File: src/source/fftPkg.sv
// FFT package with shared widths, twiddle table and butterfly index helpers
`default_nettype none

package fftPkg;

	// Transform size
	localparam int fftPoints = 8;
	localparam int fftLog = 3;
	localparam int bflyPerStage = fftPoints / 2;

	// Fixed-point format of samples, datapath words and twiddles
	localparam int sampleWidth = 12;
	localparam int fracBits = 8;
	localparam int wordWidth = 24;

	typedef logic signed [sampleWidth-1:0] sampleT;
	typedef logic signed [wordWidth-1:0] wordT;
	// Two extra bits so +1.0 (256) fits
	typedef logic signed [fracBits+1:0] coefT;
	typedef logic [fftLog-1:0] pointIndexT;
	typedef logic [fftLog-2:0] bflyCountT;

	// Iterative stage sequencing
	typedef enum logic [1:0] {
		stageIdle,
		stageCompute,
		stageHold
	} stageStateT;

	// W^k = exp(-j*2*pi*k/8) scaled by 2^fracBits
	localparam coefT twiddleReal [bflyPerStage] = '{
		coefT'(256), coefT'(181), coefT'(0), coefT'(-181)
	};
	localparam coefT twiddleImag [bflyPerStage] = '{
		coefT'(0), coefT'(-181), coefT'(-256), coefT'(-181)
	};

	// Reverse the bits of a frame index
	function automatic pointIndexT bitReverse(input pointIndexT index);
		pointIndexT reversed;
		for (int b = 0; b < fftLog; b++) begin
			reversed[b] = index[fftLog-1-b];
		end
		return reversed;
	endfunction

	// Upper input of butterfly j in stage s, half span 2^s
	function automatic pointIndexT bflyIndexA(input int stage, input bflyCountT bfly);
		int half;
		int j;
		half = 1 << stage;
		j = int'(bfly);
		return pointIndexT'((j / half) * 2 * half + (j % half));
	endfunction

	// Lower input sits one half span above
	function automatic pointIndexT bflyIndexB(input int stage, input bflyCountT bfly);
		int half;
		half = 1 << stage;
		return pointIndexT'(int'(bflyIndexA(stage, bfly)) + half);
	endfunction

	// Twiddle exponent for butterfly j in stage s
	function automatic bflyCountT twiddleIndex(input int stage, input bflyCountT bfly);
		int half;
		int j;
		half = 1 << stage;
		j = int'(bfly);
		// Early stages only touch the low twiddles
		return bflyCountT'((j % half) * (fftPoints / (2 * half)));
	endfunction

endpackage

`default_nettype wire

File: src/source/fftPipeline.sv
// Top level of the sliding-window FFT, sample window followed by a chain of stages
`default_nettype none
`timescale 1ns/1ns

module fftPipeline #(
	parameter int dataWidth = 24
) (
	input logic advanceSignal,
	input logic reset,
	input fftPkg::sampleT sampleIn,
	input logic sampleStrobe,
	output fftPkg::wordT fftOut [fftPkg::fftPoints],
	output logic outputValid
);

	// Entry s feeds stage s, entry fftLog is the chain output
	fftPkg::wordT chainReal [fftPkg::fftLog+1][fftPkg::fftPoints];
	fftPkg::wordT chainImag [fftPkg::fftLog+1][fftPkg::fftPoints];
	logic [fftPkg::fftLog:0] chainReady;
	// Busy of stage s, top entry has no stage behind it
	logic [fftPkg::fftLog:0] chainBusy;

	sampleWindow #(
		.dataWidth(dataWidth)
	) sampleWindow_i (
		.advanceSignal(advanceSignal),
		.reset(reset),
		.sampleIn(sampleIn),
		.sampleStrobe(sampleStrobe),
		.stageBusy(chainBusy[0]),
		.frameReal(chainReal[0]),
		.frameRequest(chainReady[0])
	);

	// Real input only
	assign chainImag[0] = '{default: '0};

	for (genvar s = 0; s < fftPkg::fftLog; s++) begin : genStage
		fftStage #(
			.dataWidth(dataWidth),
			.stageIndex(s)
		) fftStage_i (
			.advanceSignal(advanceSignal),
			.reset(reset),
			.inReal(chainReal[s]),
			.inImag(chainImag[s]),
			.inReady(chainReady[s]),
			.nextBusy(chainBusy[s+1]),
			.outReal(chainReal[s+1]),
			.outImag(chainImag[s+1]),
			.outReady(chainReady[s+1]),
			.stageBusy(chainBusy[s])
		);
	end

	// Nothing downstream of the last stage
	assign chainBusy[fftPkg::fftLog] = 1'b0;

	// Real bins only, held until the next frame lands
	assign fftOut = chainReal[fftPkg::fftLog];
	assign outputValid = chainReady[fftPkg::fftLog];

endmodule

`default_nettype wire

File: src/source/fftStage.sv
// One iterative FFT stage with in-place frame buffer and a single shared butterfly
`default_nettype none
`timescale 1ns/1ns

module fftStage #(
	parameter int dataWidth = 24,
	parameter int stageIndex = 0
) (
	input logic advanceSignal,
	input logic reset,
	input fftPkg::wordT inReal [fftPkg::fftPoints],
	input fftPkg::wordT inImag [fftPkg::fftPoints],
	input logic inReady,
	input logic nextBusy,
	output fftPkg::wordT outReal [fftPkg::fftPoints],
	output fftPkg::wordT outImag [fftPkg::fftPoints],
	output logic outReady,
	output logic stageBusy
);

	// Last stage feeds the output port, which never stalls
	localparam bit lastStage = (stageIndex == fftPkg::fftLog - 1);

	fftPkg::stageStateT state;
	fftPkg::bflyCountT bflyCount;

	// Frame being worked on, rewritten in place
	fftPkg::wordT bufReal [fftPkg::fftPoints];
	fftPkg::wordT bufImag [fftPkg::fftPoints];

	// Butterfly operand selection
	fftPkg::pointIndexT idxA;
	fftPkg::pointIndexT idxB;
	fftPkg::bflyCountT twIdx;
	fftPkg::wordT sumReal;
	fftPkg::wordT sumImag;
	fftPkg::wordT diffReal;
	fftPkg::wordT diffImag;

	always_comb begin
		idxA = fftPkg::bflyIndexA(stageIndex, bflyCount);
		idxB = fftPkg::bflyIndexB(stageIndex, bflyCount);
		twIdx = fftPkg::twiddleIndex(stageIndex, bflyCount);
	end

	radix2Butterfly #(
		.dataWidth(dataWidth)
	) butterfly_i (
		.aReal(bufReal[idxA]),
		.aImag(bufImag[idxA]),
		.bReal(bufReal[idxB]),
		.bImag(bufImag[idxB]),
		.wReal(fftPkg::twiddleReal[twIdx]),
		.wImag(fftPkg::twiddleImag[twIdx]),
		.sumReal(sumReal),
		.sumImag(sumImag),
		.diffReal(diffReal),
		.diffImag(diffImag)
	);

	always_ff @(posedge advanceSignal) begin
		if (reset) begin
			state <= fftPkg::stageIdle;
			bflyCount <= '0;
			bufReal <= '{default: '0};
			bufImag <= '{default: '0};
		end else begin
			case (state)
				fftPkg::stageIdle: begin
					// outReady is low whenever the stage is idle
					if (inReady) begin
						bufReal <= inReal;
						bufImag <= inImag;
						bflyCount <= '0;
						state <= fftPkg::stageCompute;
					end
				end
				fftPkg::stageCompute: begin
					// One butterfly per cycle, results written in place
					bufReal[idxA] <= sumReal;
					bufImag[idxA] <= sumImag;
					bufReal[idxB] <= diffReal;
					bufImag[idxB] <= diffImag;
					bflyCount <= bflyCount + 1'b1;
					if (bflyCount == fftPkg::bflyCountT'(fftPkg::bflyPerStage - 1)) begin
						state <= fftPkg::stageHold;
					end
				end
				fftPkg::stageHold: begin
					// Frame stays put until the next stage has started on it
					if (nextBusy || lastStage) begin
						state <= fftPkg::stageIdle;
					end
				end
				default: begin
					state <= fftPkg::stageIdle;
				end
			endcase
		end
	end

	// Handshake levels decoded from the registered state
	assign outReady = (state == fftPkg::stageHold);
	assign stageBusy = (state == fftPkg::stageCompute);

	assign outReal = bufReal;
	assign outImag = bufImag;

endmodule

`default_nettype wire

File: src/source/radix2Butterfly.sv
// Radix-2 complex butterfly with fixed-point twiddle multiply
`default_nettype none
`timescale 1ns/1ns

module radix2Butterfly #(
	parameter int dataWidth = 24
) (
	input fftPkg::wordT aReal,
	input fftPkg::wordT aImag,
	input fftPkg::wordT bReal,
	input fftPkg::wordT bImag,
	input fftPkg::coefT wReal,
	input fftPkg::coefT wImag,
	output fftPkg::wordT sumReal,
	output fftPkg::wordT sumImag,
	output fftPkg::wordT diffReal,
	output fftPkg::wordT diffImag
);

	// Full width of one complex product term plus the add
	localparam int prodWidth = dataWidth + $bits(fftPkg::coefT) + 1;

	logic signed [dataWidth-1:0] bScaledReal;
	logic signed [dataWidth-1:0] bScaledImag;
	logic signed [prodWidth-1:0] fullReal;
	logic signed [prodWidth-1:0] fullImag;
	logic signed [dataWidth-1:0] prodReal;
	logic signed [dataWidth-1:0] prodImag;

	// Drop the fraction of b ahead of the twiddle multiply
	assign bScaledReal = bReal >>> fftPkg::fracBits;
	assign bScaledImag = bImag >>> fftPkg::fracBits;

	// w * b'
	assign fullReal = wReal * bScaledReal - wImag * bScaledImag;
	assign fullImag = wReal * bScaledImag + wImag * bScaledReal;

	// Truncate back to the datapath word
	assign prodReal = fullReal[dataWidth-1:0];
	assign prodImag = fullImag[dataWidth-1:0];

	// Sum goes back to index a, difference to index b
	assign sumReal = aReal + prodReal;
	assign sumImag = aImag + prodImag;
	assign diffReal = aReal - prodReal;
	assign diffImag = aImag - prodImag;

endmodule

`default_nettype wire

File: src/source/sampleWindow.sv
// Sample window keeping the last eight samples and presenting a bit-reversed scaled frame
`default_nettype none
`timescale 1ns/1ns

module sampleWindow #(
	parameter int dataWidth = 24
) (
	input logic advanceSignal,
	input logic reset,
	input fftPkg::sampleT sampleIn,
	input logic sampleStrobe,
	input logic stageBusy,
	output fftPkg::wordT frameReal [fftPkg::fftPoints],
	output logic frameRequest
);

	// Position p holds the sample taken p strobes ago
	fftPkg::sampleT window [fftPkg::fftPoints];

	always_ff @(posedge advanceSignal) begin
		if (reset) begin
			window <= '{default: '0};
		end else if (sampleStrobe) begin
			// Newest sample enters at position 0
			window[0] <= sampleIn;
			for (int p = 1; p < fftPkg::fftPoints; p++) begin
				window[p] <= window[p-1];
			end
		end
	end

	// Frame request to stage 0
	always_ff @(posedge advanceSignal) begin
		if (reset) begin
			frameRequest <= 1'b0;
		end else if (sampleStrobe) begin
			// New strobe always wins over a pending clear
			frameRequest <= 1'b1;
		end else if (stageBusy) begin
			// Stage 0 has taken the frame
			frameRequest <= 1'b0;
		end
	end

	// Frame element i is x[bitReverse(i)]
	for (genvar i = 0; i < fftPkg::fftPoints; i++) begin : genFrame
		// x[n] lives at window position fftPoints-1-n
		localparam fftPkg::pointIndexT srcIndex =
			fftPkg::pointIndexT'(fftPkg::fftPoints - 1)
			- fftPkg::bitReverse(fftPkg::pointIndexT'(i));

		logic signed [dataWidth-1:0] extended;

		// Sign extend first, then move into fixed point
		assign extended = dataWidth'(window[srcIndex]);
		assign frameReal[i] = extended <<< fftPkg::fracBits;
	end

endmodule

`default_nettype wire

File: config.mk
export PLATFORM = sky130hd
export DESIGN_NAME = fftPipeline
export DESIGN_NICKNAME = d
export VERILOG_FILES = /design/src/source/fftPkg.sv /design/src/source/fftPipeline.sv /design/src/source/fftStage.sv /design/src/source/radix2Butterfly.sv /design/src/source/sampleWindow.sv
export SDC_FILE = /design/constraint.sdc
export NUM_CORES = 2
export LEC_CHECK = 0
export ABC_AREA = 0
export BUFFER_PORTS_ARGS = -buffer_cell sky130_fd_sc_hd__buf_2
export CAP_MARGIN = 5
export CORE_AREA = 2 2 457 459
export CTS_CLUSTER_SIZE = 8
export DETAILED_ROUTE_END_ITERATION = 7
export DIE_AREA = 0 0 459 461
export SYNTH_ARGS = -nofsm -noshare
export SYNTH_HDL_FRONTEND = slang
export SYNTH_SLANG_ARGS = --single-unit
File: constraint.sdc
create_clock -name advanceSignal -period 22.9 [get_ports advanceSignal]
set_input_delay 0 -clock advanceSignal [delete_from_list [all_inputs] [get_ports advanceSignal]]
set_output_delay 0 -clock advanceSignal [all_outputs]
set_load 0.02 [all_outputs]
==> flow_results.xml <==
<?xml version="1.0" encoding="UTF-8"?>
<metrics>
  <group name="clock_tree">
    <metric name="numClockSinks" unit="">1145</metric>
    <metric name="cts-buffers-inserted" unit="">163</metric>
    <metric name="cts-root-to-sink-buffers" unit="">3</metric>
    <metric name="cts_tree" unit="">built</metric>
    <metric name="post_cts_resized" unit="">0</metric>
    <metric name="clockRootBuffer" unit="">sky130_fd_sc_hd__clkbuf_16</metric>
    <metric name="h_tree_lvl_count" unit="">4</metric>
    <metric name="clk_latency" unit="ps">830</metric>
    <metric name="cts.clk_slew.worst_paths" unit="ps">60</metric>
  </group>
  <group name="routing">
    <metric name="drc_violation_total_after_the_first_tritonroute_iteration" unit="">9430</metric>
    <metric name="wl_met2" unit="um">139000</metric>
    <metric name="drt-met1-wl" unit="um">133000</metric>
    <metric name="drt-pass1-iter-count" unit="">6</metric>
    <metric name="postRouteWirelength" unit="um">321000</metric>
    <metric name="antenna_left" unit="">0</metric>
    <metric name="wl_per_cell" unit="um">27.0</metric>
    <metric name="vias_per_cell" unit="">6.02</metric>
    <metric name="wl_met3" unit="um">34200</metric>
    <metric name="vias" unit="">71488</metric>
    <metric name="top_layer" unit="">met5</metric>
    <metric name="drc" unit="">0</metric>
  </group>
  <group name="layout">
    <metric name="final_net_count" unit="">10292</metric>
    <metric name="flow.area_growth_from_synthesis" unit="%">8.02</metric>
    <metric name="layout-drive-gt1-share" unit="%">8.92</metric>
    <metric name="post_layout_nonfiller_instances" unit="">11880</metric>
    <metric name="fin_util" unit="%">43.1</metric>
  </group>
  <group name="synthesis">
    <metric name="yosysTopAreaCellShare" unit="%">27.8</metric>
    <metric name="synth_seq_area_share" unit="%">27.8</metric>
    <metric name="ys_ff_latch" unit="">1145</metric>
    <metric name="synth-edff-count" unit="">0</metric>
    <metric name="post_synth_num_cell_types" unit="">85</metric>
    <metric name="synth-warning-count" unit="">0</metric>
    <metric name="synth.avg_cell_area" unit="sq um">8.71</metric>
    <metric name="asyncSetResetFlopFracSynth" unit="%">0</metric>
    <metric name="synth_area_leaders" unit="">sky130_fd_sc_hd__dfxtp_1 28%, sky130_fd_sc_hd__fa_1 12%, sky130_fd_sc_hd__ha_1 9.9%</metric>
    <metric name="syn-cell-area" unit="sq um">82300</metric>
    <metric name="yosys_most_used_dff" unit="">sky130_fd_sc_hd__dfxtp_1</metric>
    <metric name="cell_type_with_the_highest_aggregate_area_in_the_netlist" unit="">sky130_fd_sc_hd__dfxtp_1</metric>
    <metric name="synthesis.instances" unit="">9453</metric>
  </group>
  <group name="worst_setup_path">
    <metric name="worstReg2RegStart" unit="">genStage[2].fftStage_i.bflyCount[0]$_SDFFE_PP0P_</metric>
    <metric name="critical-path-top-cell-by-count" unit="">sky130_fd_sc_hd__fa_1</metric>
    <metric name="timing.critical_path.to_type" unit="">flop</metric>
    <metric name="worstPathMaxFanout" unit="">83</metric>
    <metric name="timing.critical_path.required" unit="ps">23560</metric>
    <metric name="worst_path_largest_cell_delay" unit="ps">840</metric>
    <metric name="cp-start-kind" unit="">flop</metric>
    <metric name="timing.critical_path.slowest_stage_cell" unit="">sky130_fd_sc_hd__dfxtp_4</metric>
    <metric name="cp.arrival" unit="ps">12560</metric>
    <metric name="worstSetupPathType" unit="">flop to flop</metric>
    <metric name="crit_start" unit="">genStage[2].fftStage_i.bflyCount[0]$_SDFFE_PP0P_</metric>
  </group>
  <group name="worst_hold_path">
    <metric name="startpoint_of_the_tightest_hold_check_path" unit="">reset</metric>
    <metric name="hold_class" unit="">primary input to flop</metric>
  </group>
  <group name="floorplanning">
    <metric name="boundaryPins" unit="">208</metric>
    <metric name="cell_row_count" unit="">167</metric>
    <metric name="initial_utilization" unit="%">39.9</metric>
    <metric name="dieHeight" unit="um">461</metric>
    <metric name="dieArea" unit="sq um">212000</metric>
    <metric name="die-width" unit="um">459</metric>
    <metric name="coreArea" unit="sq um">206000</metric>
  </group>
  <group name="sta">
    <metric name="final_max_slew_viol_count" unit="">0</metric>
    <metric name="fin_tns_setup" unit="ps">0</metric>
    <metric name="tightestPinTransition" unit="ps">1220</metric>
    <metric name="finalSetupViolCount" unit="">0</metric>
    <metric name="finalCritPeriodShare" unit="%">51.9</metric>
    <metric name="final_critical_period" unit="ps">11900</metric>
    <metric name="max_slew_margin" unit="%">18.4</metric>
    <metric name="grt_setup_unrepaired" unit="">false</metric>
    <metric name="fin_ws" unit="ps">11000</metric>
    <metric name="achievable-frequency" unit="MHz">84.1</metric>
    <metric name="timing_hold_violations_final" unit="">0</metric>
    <metric name="final.setup_skew" unit="ps">58.7</metric>
  </group>
  <group name="power_and_ir_drop">
    <metric name="power_leakage" unit="uW">0.0375</metric>
    <metric name="power" unit="uW">4770</metric>
    <metric name="vdd.ir_drop.worst" unit="uV">72.8</metric>
    <metric name="power_density" unit="nW/um^2">53.6</metric>
  </group>
  <group name="place">
    <metric name="gp_routability_congestion" unit="">0.995</metric>
    <metric name="placed_cells_incl_taps" unit="">11646</metric>
    <metric name="numPortBuffers" unit="">207</metric>
    <metric name="pre_cts_slack" unit="ps">11110</metric>
    <metric name="detailedPlacementHpwl" unit="um">233000</metric>
  </group>
  <group name="flow_run">
    <metric name="count_of_maximum_capacitance_violations" unit="">0</metric>
  </group>
  <group name="outcome">
    <metric name="result_of_the_run" unit="">completed</metric>
  </group>
  <group name="grt">
    <metric name="grt_util_all_layers" unit="%">29.6</metric>
    <metric name="grt_first_pass_wirelength" unit="um">468000</metric>
    <metric name="antenna_found_initial" unit="">13</metric>
    <metric name="number_of_global_route_vias_before_repair" unit="">68844</metric>
    <metric name="global_route.overflow_total" unit="">0</metric>
    <metric name="largest_net_degree_at_the_start_of_global_routing" unit="">206</metric>
  </group>
</metrics>
## through the flow
| stage | area [sq um] | hold slack (ps) |
|---|---|---|
| 6_report | 88900 | 301 |
| 5_1_grt | 88900 | 312 |
| 4_1_cts | 88900 | 266 |
| 3_5_place_dp | 84000 | 253 |
| 3_3_place_gp | 84000 | 238 |
| 2_1_floorplan | 82300 | 148 |
## path summary, 6_finish.rpt
check	end	slack (ps)	depth (start not counted)
hold / removal	sampleWindow_i.frameReal[155]$_SDFFE_PP0P_	300	3
setup / recovery	genStage[2].fftStage_i.outReal[167]$_SDFFE_PP0P_	11000	31
hold reg to reg	genStage[2].fftStage_i.outReal[26]$_SDFFE_PP0P_	450	2
setup reg to reg	genStage[2].fftStage_i.outReal[167]$_SDFFE_PP0P_	11000	31
## cell usage after synthesis (67+ instances only)
| master | count |
|---|---|
| sky130_fd_sc_hd__nand2b_1 | 76 |
| sky130_fd_sc_hd__xnor2_1 | 219 |
| sky130_fd_sc_hd__buf_4 | 194 |
| sky130_fd_sc_hd__nor3_1 | 106 |
| sky130_fd_sc_hd__a21oi_1 | 400 |
| sky130_fd_sc_hd__and2_1 | 103 |
| sky130_fd_sc_hd__nand3_1 | 86 |
| sky130_fd_sc_hd__buf_1 | 67 |
| sky130_fd_sc_hd__fa_1 | 481 |
| sky130_fd_sc_hd__a31oi_1 | 117 |
| sky130_fd_sc_hd__mux2i_1 | 146 |
| sky130_fd_sc_hd__clkbuf_1 | 549 |
| sky130_fd_sc_hd__nand2_1 | 765 |
| sky130_fd_sc_hd__a211oi_1 | 349 |
| sky130_fd_sc_hd__nor2_1 | 1197 |
| sky130_fd_sc_hd__dfxtp_1 | 1145 |
| sky130_fd_sc_hd__o21ai_0 | 487 |
| sky130_fd_sc_hd__mux4_2 | 210 |
| sky130_fd_sc_hd__a221oi_1 | 107 |
| sky130_fd_sc_hd__inv_1 | 1004 |
| sky130_fd_sc_hd__ha_1 | 652 |
| sky130_fd_sc_hd__a22oi_1 | 290 |
| sky130_fd_sc_hd__xor2_1 | 85 |
## metal layers
metal,GRT usage [%],vias to the layer above
met3,6.56,653
met2,44.5,3939
met5,0,-
li1,-,31498
met1,41.0,35390
met4,12.0,8
## timing repair
item	in CTS	in global routing
hold buffers	37	0
buffers inserted	0	0
hold endpoints to repair	168	0
## sequential cells by signal (all words and copies together) (netlist names)
| signal | count |
|---|---|
| genStage.fftStage_i.outReal | 544 |
| genStage.fftStage_i.bflyCount | 6 |
| sampleWindow_i.frameReal | 96 |
| genStage.fftStage_i.state | 6 |
| sampleWindow_i.frameRequest | 1 |
| genStage.fftStage_i.outImag | 492 |
## worst max-delay path: cells and delay by family (launching register included)
family / cells / cell delay, ps
adders and majority gates: 10 / 4930
AOI/OAI and AO/OA: 10 / 2920
buffers and inverters: 7 / 1550
DFF: 1 / 840
and+or+nand+nor: 2 / 700
xor gates and xnor gates: 2 / 660
## final cells by class
cell class | instances | area [sq um]
multi-input cells | 6488 | 52000
flip-flops and latches | 1145 | 22900
clock buffers | 178 | 4220
repair buffers | 342 | 2200
inverters | 1004 | 3770
fillers | 20342 | 118000
clock inverters | 16 | 357
diodes | 3 | 7.51
well taps | 2704 | 3380
## cell families after synthesis
logic type	share of synthesized area, %
other	0.00456
flip-flops	27.8
AO/OA/AOI/OAI	17.3
AND/OR/NAND/NOR	13.1
buffers and inverters	9.21
multiplexers	7.70
adder cells (fa/ha/maj)	21.6
XOR/XNOR	3.30
## power breakdown
group          total [uW]  internal (uW)  switching [uW]
registers            2050           2020            29.7
clock network        2280           1320             956
logic                 443            140             303
## cells in the final DEF (no fill, tap or decap), types with 95 or more instances in the layout
| master | instances |
|---|---|
| sky130_fd_sc_hd__inv_1 | 1002 |
| sky130_fd_sc_hd__nor2_1 | 1180 |
| sky130_fd_sc_hd__ha_1 | 650 |
| sky130_fd_sc_hd__a211oi_1 | 349 |
| sky130_fd_sc_hd__clkbuf_16 | 165 |
| sky130_fd_sc_hd__a22oi_1 | 290 |
| sky130_fd_sc_hd__buf_2 | 205 |
| sky130_fd_sc_hd__xnor2_1 | 219 |
| sky130_fd_sc_hd__a21oi_1 | 399 |
| sky130_fd_sc_hd__a31oi_1 | 117 |
| sky130_fd_sc_hd__o21ai_0 | 487 |
| sky130_fd_sc_hd__mux2i_1 | 146 |
| sky130_fd_sc_hd__mux4_2 | 210 |
| sky130_fd_sc_hd__nand2_1 | 755 |
| sky130_fd_sc_hd__buf_4 | 95 |
| sky130_fd_sc_hd__fa_1 | 481 |
| sky130_fd_sc_hd__dfxtp_1 | 1139 |
| sky130_fd_sc_hd__nor3_1 | 106 |
| sky130_fd_sc_hd__and2_1 | 95 |
| sky130_fd_sc_hd__a221oi_1 | 107 |
(Power assumes the default switching activity.)
